### config.mk
export PLATFORM = sky130hd
export DESIGN_NAME = stream_cmd_top
export DESIGN_NICKNAME = d
export VERILOG_FILES = /design/src/hw/stream_pkg.sv /design/src/hw/page_burst_calc.sv /design/src/hw/burst_splitter.sv /design/src/hw/cmd_arbiter.sv /design/src/hw/stream_cmd_top.sv
export SDC_FILE = /design/constraint.sdc
export NUM_CORES = 1
export LEC_CHECK = 0
export BUFFER_PORTS_ARGS = -buffer_cell sky130_fd_sc_hd__buf_2
export CORE_MARGIN = 1.5
export CORE_UTILIZATION = 45
export DETAILED_ROUTE_END_ITERATION = 12
export HOLD_SLACK_MARGIN = 0.03
export MAX_ROUTING_LAYER = met4
export PLACE_DENSITY = 0.73
export REMOVE_ABC_BUFFERS = 1
export SYNTH_ARGS = -nofsm -noshare
export SYNTH_HDL_FRONTEND = slang
export SYNTH_SLANG_ARGS = --single-unit
### constraint.sdc
create_clock -name clk -period 6.16 [get_ports clk]
set_input_delay 1.232 -clock clk [delete_from_list [all_inputs] [get_ports clk]]
set_output_delay 1.232 -clock clk [all_outputs]
set_load 0.01 [all_outputs]
### src/hw/stream_pkg.sv
/*
 * Shared widths, page geometry and splitter encodings for the request front end.
 * Modules pull these in with a wildcard import in their headers.
 */
`default_nettype none

package stream_pkg;

  //////////////////////////////////////////////////
  // Request and burst widths
  //////////////////////////////////////////////////
  localparam int addr_width        = 32;
  // Length is carried as beats minus one
  localparam int len_width         = 8;
  // Holds up to 256 beats
  localparam int burst_count_width = 9;

  //////////////////////////////////////////////////
  // Page and beat geometry
  //////////////////////////////////////////////////
  localparam int page_offset_width = 12;
  localparam int page_num_width    = addr_width - page_offset_width;
  localparam int page_size         = 4096;
  localparam int beat_bytes        = 8;
  localparam int beat_offset_width = $clog2(beat_bytes);
  localparam int beats_per_page    = page_size / beat_bytes;
  // Beat index within a page
  localparam int page_beat_width   = page_offset_width - beat_offset_width;

  //////////////////////////////////////////////////
  // Splitter control
  //////////////////////////////////////////////////
  localparam int outstanding_max   = 15;
  localparam int outstanding_width = 4;

  localparam int state_width = 2;
  localparam logic [state_width-1:0] st_idle  = 2'd0;
  localparam logic [state_width-1:0] st_req   = 2'd1;
  localparam logic [state_width-1:0] st_next  = 2'd2;
  localparam logic [state_width-1:0] st_final = 2'd3;

  // One address word, seen either as a byte address or as page plus offset
  typedef union packed {
    logic [addr_width-1:0] flat;
    struct packed {
      logic [page_num_width-1:0]    page;
      logic [page_offset_width-1:0] offset;
    } paged;
  } stream_addr_u;

endpackage : stream_pkg

`default_nettype wire

### src/hw/page_burst_calc.sv
/*
 * Cuts one burst off the front of a request so it stays inside its 4 KB page.
 * Pure combinational, used by each splitter on the request or the remainder.
 */
`default_nettype none

module page_burst_calc
  import stream_pkg::*;
(
  input  wire stream_addr_u                  addr,
  input  wire [burst_count_width-1:0]        beats_left,
  output logic [burst_count_width-1:0]       burst_beats,
  output stream_addr_u                       next_addr,
  output logic [burst_count_width-1:0]       next_beats_left,
  output logic                               last
);

  logic [page_beat_width-1:0] beat_idx;
  // One bit wider since a page start leaves a full 512 beats
  logic [page_beat_width:0]   room;

  // Low address bits below a beat are ignored
  assign beat_idx = addr.paged.offset[page_offset_width-1:beat_offset_width];
  assign room     = (page_beat_width+1)'(beats_per_page) - {1'b0, beat_idx};

  // Whole remainder fits before the page end
  assign last = ({1'b0, beats_left} <= room);

  // When not last, room is below beats_left and so fits in 9 bits
  assign burst_beats = last ? beats_left : room[burst_count_width-1:0];

  assign next_beats_left = beats_left - burst_beats;

  // Next burst starts at the top of the following page
  always_comb begin
    next_addr.paged.page   = addr.paged.page + 1'b1;
    next_addr.paged.offset = '0;
  end

endmodule : page_burst_calc

`default_nettype wire

### src/hw/burst_splitter.sv
/*
 * Request splitter for one direction. Takes addr/len/flush requests, issues
 * page-bounded bursts to the arbiter and tracks bursts still in flight.
 */
`default_nettype none

module burst_splitter
  import stream_pkg::*;
#(
  // Writes take a new request while still finalizing
  parameter bit early_accept = 1'b0
) (
  input  wire                          clk,
  input  wire                          rst_n,

  input  wire [addr_width-1:0]         req_addr,
  input  wire [len_width-1:0]          req_len,
  input  wire                          req_flush,
  input  wire                          req_val,
  output logic                         req_rdy,
  output logic                         busy,

  output logic                         burst_val,
  output logic [addr_width-1:0]        burst_addr,
  output logic [burst_count_width-1:0] burst_beats,
  output logic                         burst_flush,
  output logic                         burst_last,
  input  wire                          burst_grant,

  input  wire                          burst_done
);

  logic [state_width-1:0]       state_r;
  logic [state_width-1:0]       state_nxt;
  logic                         accept;
  logic                         use_next;
  logic                         reg_en;
  logic                         issued;
  logic                         at_limit;

  stream_addr_u                 calc_addr;
  stream_addr_u                 calc_next_addr;
  logic [burst_count_width-1:0] calc_beats_left;
  logic [burst_count_width-1:0] calc_burst_beats;
  logic [burst_count_width-1:0] calc_next_beats;
  logic                         calc_last;

  stream_addr_u                 addr_r;
  stream_addr_u                 next_addr_r;
  logic [burst_count_width-1:0] beats_r;
  logic [burst_count_width-1:0] next_beats_r;
  logic                         last_r;
  logic                         flush_r;
  logic [outstanding_width-1:0] out_cnt_r;

  //////////////////////////////////////////////////
  // Datapath
  //////////////////////////////////////////////////
  // Fresh request or the stored remainder
  always_comb begin
    if (use_next) begin
      calc_addr       = next_addr_r;
      calc_beats_left = next_beats_r;
    end else begin
      calc_addr.flat  = req_addr;
      calc_beats_left = {1'b0, req_len} + 1'b1;
    end
  end

  page_burst_calc calc (
    .addr            (calc_addr),
    .beats_left      (calc_beats_left),
    .burst_beats     (calc_burst_beats),
    .next_addr       (calc_next_addr),
    .next_beats_left (calc_next_beats),
    .last            (calc_last)
  );

  always_ff @(posedge clk) begin
    if (reg_en) begin
      addr_r       <= calc_addr;
      beats_r      <= calc_burst_beats;
      last_r       <= calc_last;
      next_addr_r  <= calc_next_addr;
      next_beats_r <= calc_next_beats;
    end
    if (accept) begin
      flush_r <= req_flush;
    end
  end

  assign burst_addr  = addr_r.flat;
  assign burst_beats = beats_r;
  assign burst_flush = flush_r;
  assign burst_last  = last_r;

  //////////////////////////////////////////////////
  // Control
  //////////////////////////////////////////////////
  assign req_rdy  = (state_r == st_idle) || (early_accept && (state_r == st_final));
  assign busy     = (state_r != st_idle);
  assign use_next = (state_r == st_next);
  assign accept   = req_rdy && req_val;
  assign reg_en   = accept || use_next;
  assign at_limit = (out_cnt_r == outstanding_width'(outstanding_max));
  // Held back while the memory side has too many bursts open
  assign burst_val = (state_r == st_req) && !at_limit;
  assign issued    = burst_val && burst_grant;

  always_comb begin
    state_nxt = state_r;
    case (state_r)
      st_idle: begin
        if (req_val) begin
          state_nxt = st_req;
        end
      end
      st_req: begin
        if (issued) begin
          state_nxt = last_r ? st_final : st_next;
        end
      end
      st_next: begin
        state_nxt = st_req;
      end
      default: begin
        // Wait for every issued burst to report done
        if (accept) begin
          state_nxt = st_req;
        end else if (out_cnt_r == '0) begin
          state_nxt = st_idle;
        end
      end
    endcase
  end

  always_ff @(posedge clk) begin
    if (!rst_n) begin
      state_r   <= st_idle;
      out_cnt_r <= '0;
    end else begin
      state_r <= state_nxt;
      if (issued && !burst_done) begin
        out_cnt_r <= out_cnt_r + 1'b1;
      end else if (!issued && burst_done) begin
        out_cnt_r <= out_cnt_r - 1'b1;
      end
    end
  end

  //////////////////////////////////////////////////
  // Checks
  //////////////////////////////////////////////////
  // Grants only come for an offered burst, never one held back at the limit
  a_no_overflow: assert property (@(posedge clk) disable iff (!rst_n)
    burst_grant |-> burst_val);

  // Memory side only completes bursts it was given
  a_done_has_burst: assert property (@(posedge clk) disable iff (!rst_n)
    burst_done |-> out_cnt_r != '0);

  a_burst_stable: assert property (@(posedge clk) disable iff (!rst_n)
    burst_val && !burst_grant |=> burst_val && $stable(burst_addr)
      && $stable(burst_beats) && $stable(burst_flush) && $stable(burst_last));

endmodule : burst_splitter

`default_nettype wire

### src/hw/cmd_arbiter.sv
/*
 * Round-robin merge of the read and write burst streams into one registered
 * memory command slot. The slot refills in the cycle its command is taken.
 */
`default_nettype none

module cmd_arbiter
  import stream_pkg::*;
(
  input  wire                          clk,
  input  wire                          rst_n,

  input  wire                          rd_burst_val,
  input  wire [addr_width-1:0]         rd_burst_addr,
  input  wire [burst_count_width-1:0]  rd_burst_beats,
  input  wire                          rd_burst_flush,
  input  wire                          rd_burst_last,
  output logic                         rd_burst_grant,

  input  wire                          wr_burst_val,
  input  wire [addr_width-1:0]         wr_burst_addr,
  input  wire [burst_count_width-1:0]  wr_burst_beats,
  input  wire                          wr_burst_flush,
  input  wire                          wr_burst_last,
  output logic                         wr_burst_grant,

  output logic                         cmd_valid,
  output logic                         cmd_write,
  output logic [addr_width-1:0]        cmd_addr,
  output logic [burst_count_width-1:0] cmd_beats,
  output logic                         cmd_flush,
  output logic                         cmd_last,
  input  wire                          cmd_ready
);

  logic         slot_free;
  logic         pick_wr;
  logic         grant_any;
  logic         last_wr_r;
  stream_addr_u slot_addr;

  //////////////////////////////////////////////////
  // Grant
  //////////////////////////////////////////////////
  always_comb begin
    slot_free = !cmd_valid || cmd_ready;
    // Alternate when both sides want the slot
    pick_wr        = wr_burst_val && (!rd_burst_val || !last_wr_r);
    wr_burst_grant = slot_free && pick_wr;
    rd_burst_grant = slot_free && rd_burst_val && !pick_wr;
    grant_any      = rd_burst_grant || wr_burst_grant;
  end

  always_ff @(posedge clk) begin
    if (!rst_n) begin
      cmd_valid <= 1'b0;
      last_wr_r <= 1'b0;
    end else if (slot_free) begin
      cmd_valid <= grant_any;
      if (grant_any) begin
        last_wr_r <= pick_wr;
      end
    end
  end

  //////////////////////////////////////////////////
  // Command slot
  //////////////////////////////////////////////////
  always_ff @(posedge clk) begin
    if (wr_burst_grant) begin
      cmd_write      <= 1'b1;
      slot_addr.flat <= wr_burst_addr;
      cmd_beats      <= wr_burst_beats;
      cmd_flush      <= wr_burst_flush;
      cmd_last       <= wr_burst_last;
    end else if (rd_burst_grant) begin
      cmd_write      <= 1'b0;
      slot_addr.flat <= rd_burst_addr;
      cmd_beats      <= rd_burst_beats;
      cmd_flush      <= rd_burst_flush;
      cmd_last       <= rd_burst_last;
    end
  end

  assign cmd_addr = slot_addr.flat;

  // Command held while the memory side stalls
  a_cmd_stable: assert property (@(posedge clk) disable iff (!rst_n)
    cmd_valid && !cmd_ready |=> cmd_valid && $stable(cmd_write) && $stable(cmd_addr)
      && $stable(cmd_beats) && $stable(cmd_flush) && $stable(cmd_last));

endmodule : cmd_arbiter

`default_nettype wire

### src/hw/stream_cmd_top.sv
/*
 * Request front end top level. Read and write splitters side by side,
 * merged by the arbiter onto one memory command port.
 */
`default_nettype none

module stream_cmd_top
  import stream_pkg::*;
(
  input  wire                          clk,
  input  wire                          rst_n,

  input  wire [addr_width-1:0]         rd_req_addr,
  input  wire [len_width-1:0]          rd_req_len,
  input  wire                          rd_req_flush,
  input  wire                          rd_req_val,
  output logic                         rd_req_rdy,
  output logic                         rd_busy,

  input  wire [addr_width-1:0]         wr_req_addr,
  input  wire [len_width-1:0]          wr_req_len,
  input  wire                          wr_req_flush,
  input  wire                          wr_req_val,
  output logic                         wr_req_rdy,
  output logic                         wr_busy,

  output logic                         cmd_valid,
  output logic                         cmd_write,
  output logic [addr_width-1:0]        cmd_addr,
  output logic [burst_count_width-1:0] cmd_beats,
  output logic                         cmd_flush,
  output logic                         cmd_last,
  input  wire                          cmd_ready,

  input  wire                          rd_burst_done,
  input  wire                          wr_burst_done
);

  // One set of splitter to arbiter wires per direction
  logic                         rd_burst_val, wr_burst_val;
  stream_addr_u                 rd_burst_addr, wr_burst_addr;
  logic [burst_count_width-1:0] rd_burst_beats, wr_burst_beats;
  logic                         rd_burst_flush, wr_burst_flush;
  logic                         rd_burst_last, wr_burst_last;
  logic                         rd_burst_grant, wr_burst_grant;

  burst_splitter #(.early_accept(1'b0)) rd_splitter (
    .clk         (clk),
    .rst_n       (rst_n),
    .req_addr    (rd_req_addr),
    .req_len     (rd_req_len),
    .req_flush   (rd_req_flush),
    .req_val     (rd_req_val),
    .req_rdy     (rd_req_rdy),
    .busy        (rd_busy),
    .burst_val   (rd_burst_val),
    .burst_addr  (rd_burst_addr.flat),
    .burst_beats (rd_burst_beats),
    .burst_flush (rd_burst_flush),
    .burst_last  (rd_burst_last),
    .burst_grant (rd_burst_grant),
    .burst_done  (rd_burst_done)
  );

  burst_splitter #(.early_accept(1'b1)) wr_splitter (
    .clk         (clk),
    .rst_n       (rst_n),
    .req_addr    (wr_req_addr),
    .req_len     (wr_req_len),
    .req_flush   (wr_req_flush),
    .req_val     (wr_req_val),
    .req_rdy     (wr_req_rdy),
    .busy        (wr_busy),
    .burst_val   (wr_burst_val),
    .burst_addr  (wr_burst_addr.flat),
    .burst_beats (wr_burst_beats),
    .burst_flush (wr_burst_flush),
    .burst_last  (wr_burst_last),
    .burst_grant (wr_burst_grant),
    .burst_done  (wr_burst_done)
  );

  cmd_arbiter arbiter (
    .clk            (clk),
    .rst_n          (rst_n),
    .rd_burst_val   (rd_burst_val),
    .rd_burst_addr  (rd_burst_addr.flat),
    .rd_burst_beats (rd_burst_beats),
    .rd_burst_flush (rd_burst_flush),
    .rd_burst_last  (rd_burst_last),
    .rd_burst_grant (rd_burst_grant),
    .wr_burst_val   (wr_burst_val),
    .wr_burst_addr  (wr_burst_addr.flat),
    .wr_burst_beats (wr_burst_beats),
    .wr_burst_flush (wr_burst_flush),
    .wr_burst_last  (wr_burst_last),
    .wr_burst_grant (wr_burst_grant),
    .cmd_valid      (cmd_valid),
    .cmd_write      (cmd_write),
    .cmd_addr       (cmd_addr),
    .cmd_beats      (cmd_beats),
    .cmd_flush      (cmd_flush),
    .cmd_last       (cmd_last),
    .cmd_ready      (cmd_ready)
  );

endmodule : stream_cmd_top

`default_nettype wire

-- After elaboration in Yosys (flattened, before gate mapping)
Index checks and enable logic that the tools add are counted.
- bits in registers: 202
- input bits: 89
- output and inout port bits: 49
- logic and storage cells: 124
- add/subtract/negate cells: 12
- order comparisons: 2
- equal/unequal tests: 11
- mux-type cells: 30
- reduce and logical (&&, ||, !) cells: 44
- operators by type and width (cell ; number):
    32-bit 2-to-1 mux ; 4
    9-bit 2-to-1 mux ; 6
    20-bit by 1-bit adder with 20-bit output, second input constant ; 2
    9-bit by 10-bit less-or-equal comparator with 1-bit output ; 2
    10-bit by 9-bit subtractor with 10-bit output, first input constant ; 2
    8-bit by 1-bit adder with 9-bit output, second input constant ; 2
    9-bit subtractor ; 2
    2-bit 2-to-1 mux ; 8
    4-bit 2-to-1 mux ; 4
    1-bit logical AND ; 14
    2-bit one-hot mux with 3 select lines ; 2
    1-bit zero test ; 10
    2-bit nonzero test ; 5
    5-bit nonzero test ; 2
    4-bit by 1-bit adder with 4-bit output, second input constant ; 2
    4-bit equality test, second input constant ; 2
    4-bit zero test ; 2
    4-bit by 1-bit subtractor with 4-bit output, second input constant ; 2
    2-bit equality test, second input constant ; 3
    1-bit logical OR ; 6
    1-bit 2-to-1 mux ; 6
    3-bit AND reduction ; 2
    2-bit by 1-bit equality test with 1-bit output, second input constant ; 2
    2-bit zero test ; 2
    3 further kinds ; 5

-- Logic depth before layout (Yosys ltp)
- word-level depth: 13
- gate-level depth with buffers: 33
- gate-level depth less buffers: 27

-- Modules after synthesis
A second synthesis with hierarchy kept.
- cell total of the unflattened synthesis: 922
- area total of the unflattened synthesis: 12116.6 µm²
- by module, submodules not included (module ; times used ; cells each ; area an instance (µm²) ; seq. area each (µm²)):
    burst_splitter (wr_splitter) ; 1 ; 211 ; 3578.4 ; 2642.5
    burst_splitter (rd_splitter) ; 1 ; 199 ; 3520.9 ; 2642.5
    cmd_arbiter ; 1 ; 107 ; 2118.3 ; 1351.3
    page_burst_calc (wr_splitter.calc) ; 1 ; 211 ; 1540.2 ; 0.0
    page_burst_calc (rd_splitter.calc) ; 1 ; 194 ; 1358.8 ; 0.0

-- Least setup slack after synthesis
Ideal clock, no wire load.
- path type: register -> register
- start point: reg wr_splitter.state_r[0]
- end point: reg wr_splitter.next_beats_r[8] (data pin)
- library setup time: 0.258 ns
- data arrival time: 5.920 ns
- setup slack: -0.017 ns
- stages on the path, launching flop included: 32
- buffers on the path: 5
- clock period less this slack: 6.177 ns
- cells stage by stage: dfxtp_1 inv_1 ha_1 buf_2 buf_2 buf_1 clkbuf_1 nor2b_1 inv_1 ha_1 inv_1 or3_1 a21o_1 ha_1 and3_1 a221oi_1 maj3_1 or4_1 o2bb2ai_2 buf_2 a21oi_1 ha_1 inv_1 fa_1 a21o_1 a21oi_1 o21bai_1 a21oi_1 nor2b_1 o21ai_0 nand2b_1 xnor2_1
- RTL lines (what ; line ; source):
    from (decl) ; burst_splitter.sv:33 ; logic [state_width-1:0] state_r;
    from (signal assigned) ; burst_splitter.sv:139 ; state_r <= st_idle;
    from (signal assigned) ; burst_splitter.sv:142 ; state_r <= state_nxt;
    to (signal assigned) ; burst_splitter.sv:85 ; next_beats_r <= calc_next_beats;
    to (decl) ; burst_splitter.sv:51 ; logic [burst_count_width-1:0] next_beats_r;

==> results.py <==
metrics = {
    "job": {
        "maxCapViolCount": 0,
    },
    "synth": {
        "synthArstFlopShare_pct": 0,
        "yosysWarnings": 0,
        "synth.avg_cell_area_um2": 11.7,
        "synthesis.area_um2": 10900,
        "yosysSeqAreaShare_pct": 54.2,
        "ys.flop_type": "edfxtp_1",
        "netlist_instances": 933,
        "yosysUniqueCellTypes": 62,
        "ys_ff_latch": 202,
        "synth-edff-count": 187,
    },
    "global_routing": {
        "grt_use_total_pct": 19.4,
        "grt_pass1_vias": 7539,
        "grt_overflow": 0,
        "antenna_found_initial": 3,
        "grt_pass1_wl_mm": 38.3,
        "grt_max_degree": 72,
    },
    "timing": {
        "fmax_ghz": 0.177,
        "fin_skew_ns": 0.00790,
        "rsz0062_at_grt": "false",
        "period_minus_slack_ns": 5.65,
        "hold_slack_ns": 0.444,
        "worst_pin_slew_ns": 1.10,
        "setup_ws_ns": 0.512,
        "fin_crit_sh_pct": 91.7,
        "relSlewSlack_pct": 27.0,
        "hold_viol": 0,
        "maxSlewViolCount": 0,
        "tns_ns": 0,
        "setup_viol": 0,
    },
    "layout": {
        "drive_above_1_share_pct": 23.7,
        "syn_to_final_growth_pct": 16.5,
        "fill_cells": 2072,
        "nNetsFinal": 1217,
        "final_cell_mix": "edfxtp_1 (187), buf_2 (137), nand2_1 (102)",
        "mostFrequentLayoutCell": "edfxtp_1",
        "finish.utilization_pct": 53.9,
    },
    "floorplanning": {
        "core_um2": 23600,
        "die_x_um": 159,
        "dieArea_um2": 25200,
        "die-height_um": 159,
        "boundaryPins": 138,
        "start_util_pct": 46.2,
        "fp-row-count": 56,
    },
    "worst_setup_path": {
        "worstSetupEndpointType": "flip-flop",
        "r2r_start": "wr_splitter.state_r[0]",
        "ff2ff_setup_slack_ns": 0.63,
        "arrival_ns": 5.91,
        "setup.worst_path.start_class": "input port",
        "required_ns": 6.42,
        "worst-r2r-cell-count": 28,
        "crit_type": "input port to flip-flop",
        "cp_max_fo": 12,
        "r2r-end": "wr_splitter.next_beats_r[8]",
    },
    "clock_tree": {
        "cts_tree": "yes",
        "path_clk_slew_ns": 0.06,
        "htreeDepth": 1,
        "ctsResizeCount": 0,
        "postCtsSetupRepairBufs": 0,
        "cts_buffer_depth": 3,
        "root_buffer": "clkbuf_16",
        "cts.sinks": 202,
        "cts_buffers": 23,
        "cts_hold_buffers": 0,
        "insertion_delay_ns": 0.51,
    },
    "power_and_ir_drop": {
        "leakage_uw": 0.00505,
        "max-vdd-ir-drop_v": 0.000324,
        "p_per_area_nw_per_um2": 458,
    },
    "detailed_routing": {
        "routed_wl_mm": 23.8,
        "avgRoutedWirePerCell_um": 16.8,
        "dr.pass1.iters": 5,
        "vias": 7576,
        "detail-route-antenna-nets": 0,
        "post-route-drc-count": 0,
        "via_per_inst": 5.35,
        "drtIter0Drc": 523,
    },
    "hold_path": {
        "min_from": "arbiter.cmd_write",
        "hold_path_class": "flip-flop to flip-flop",
        "min_to": "arbiter.cmd_write",
        "min_path_cells": 2,
    },
    "status": {
        "status": "complete, no violations",
    },
    "place": {
        "dp_hpwl_mm": 17.0,
        "place_ws_ns": 0.0443,
        "io_buffers": 137,
        "gp_congestion": 0.891,
    },
}
## cells by family after synthesis
group | synth area share [%]
mux | 8.62
flops | 54.2
fa+ha+maj | 5.98
compound gates | 8.64
xor+xnor | 5.82
simple gates | 13.4
buf+inv | 3.39
## final cells by class
cell class	count	area [um2]	share of cell area, %
Timing Repair Buffer	152	798	6.27
Inverter	58	218	1.71
Antenna cell	3	7.51	0.0590
Clock inverter	12	119	0.934
Multi-Input combinational cell	642	4670	36.7
Tap cell	319	399	3.14
Clock buffer	29	598	4.70
Sequential cell	202	5920	46.5
## stage by stage
stage | std cells | area (um2) | power [uW]
detailed placement | 1373 | 12000 | 4550
global route | 1417 | 12700 | 6200
floorplan | 902 | 10800 | 3890
global placement | 1373 | 12000 | 4480
finish | 1417 | 12700 | 5830
CTS | 1414 | 12700 | 5890
## worst max-delay path, stage by stage
cell and delay, ns:
buf_2 0.11, nor2b_1 0.15, inv_1 0.06, ha_1 0.16
inv_1 0.06, or3_1 0.30, a21o_1 0.20, ha_1 0.29
and3_1 0.20, a221oi_1 0.31, maj3_1 0.22, or4_1 0.11
o2bb2ai_2 0.13, buf_4 0.22, nor2_1 0.06, a21oi_1 0.21
ha_1 0.23, inv_1 0.07, fa_1 0.41, a21o_1 0.20
a21oi_1 0.23, o21bai_1 0.09, a21oi_1 0.23, nor2b_1 0.07
o21ai_0 0.16, nand2b_1 0.09, xnor2_1 0.12
## power breakdown
group	switching, uW	total, uW	internal (uW)	leakage (uW)
sequential	192	2450	2250	0.00192
combinational	1210	2070	859	0.00278
clock	536	1310	774	0.000353
## synth_stat cells, types with 23 or more instances
cell	number	area share, %
edfxtp_1	187	51
nand2_1	104	3.6
mux2_2	60	6.2
inv_1	57	2.0
xnor2_1	49	3.9
ha_1	45	5.2
nor2_1	41	1.4
nand3_1	36	1.6
a21oi_1	33	1.5
nor2b_1	30	1.7
o21ai_0	26	1.2
mux2i_1	25	2.3
a21o_1	23	1.6
## layer usage
metal | global-route usage (%) | up-vias | wire length [um]
li1 | - | 3699 | -
met1 | 25.5 | 3619 | 10800
met2 | 31.4 | 228 | 11100
met3 | 2.95 | 30 | 1360
met4 | 5.15 | 0 | 540
met5 | - | - | 0
## worst max-delay path by stage
| stage | startpoint | end | slack [ns] |
|---|---|---|---|
| 2_1_floorplan | wr_splitter.state_r[0] | wr_splitter.next_beats_r[8] | -0.91 |
| 3_3_place_gp | wr_req_addr[4] | wr_splitter.next_beats_r[8] | 0.25 |
| 3_5_place_dp | wr_req_addr[4] | wr_splitter.next_beats_r[8] | 0.04 |
| 4_1_cts | wr_req_addr[4] | wr_splitter.next_beats_r[8] | 0.55 |
| 5_1_grt | wr_splitter.state_r[0] | wr_splitter.next_beats_r[8] | 0.18 |
| 6_report | wr_req_addr[4] | wr_splitter.next_beats_r[8] | 0.51 |
## sequential cells by signal, indices dropped and copies added (netlist names)
signal / flops
rd_splitter.burst_flush: 1
wr_splitter.next_addr_r: 20
arbiter.cmd_beats: 9
arbiter.last_wr_r: 1
wr_splitter.burst_addr: 32
wr_splitter.burst_last: 1
wr_splitter.out_cnt_r: 4
arbiter.cmd_valid: 1
wr_splitter.burst_beats: 9
rd_splitter.burst_addr: 32
rd_splitter.state_r: 2
rd_splitter.next_beats_r: 9
wr_splitter.state_r: 2
rd_splitter.burst_beats: 9
wr_splitter.next_beats_r: 9
arbiter.cmd_write: 1
rd_splitter.next_addr_r: 20
wr_splitter.burst_flush: 1
arbiter.cmd_addr: 32
rd_splitter.burst_last: 1
arbiter.cmd_flush: 1
rd_splitter.out_cnt_r: 4
arbiter.cmd_last: 1
No activity file was read; power rests on OpenSTA's default activity.
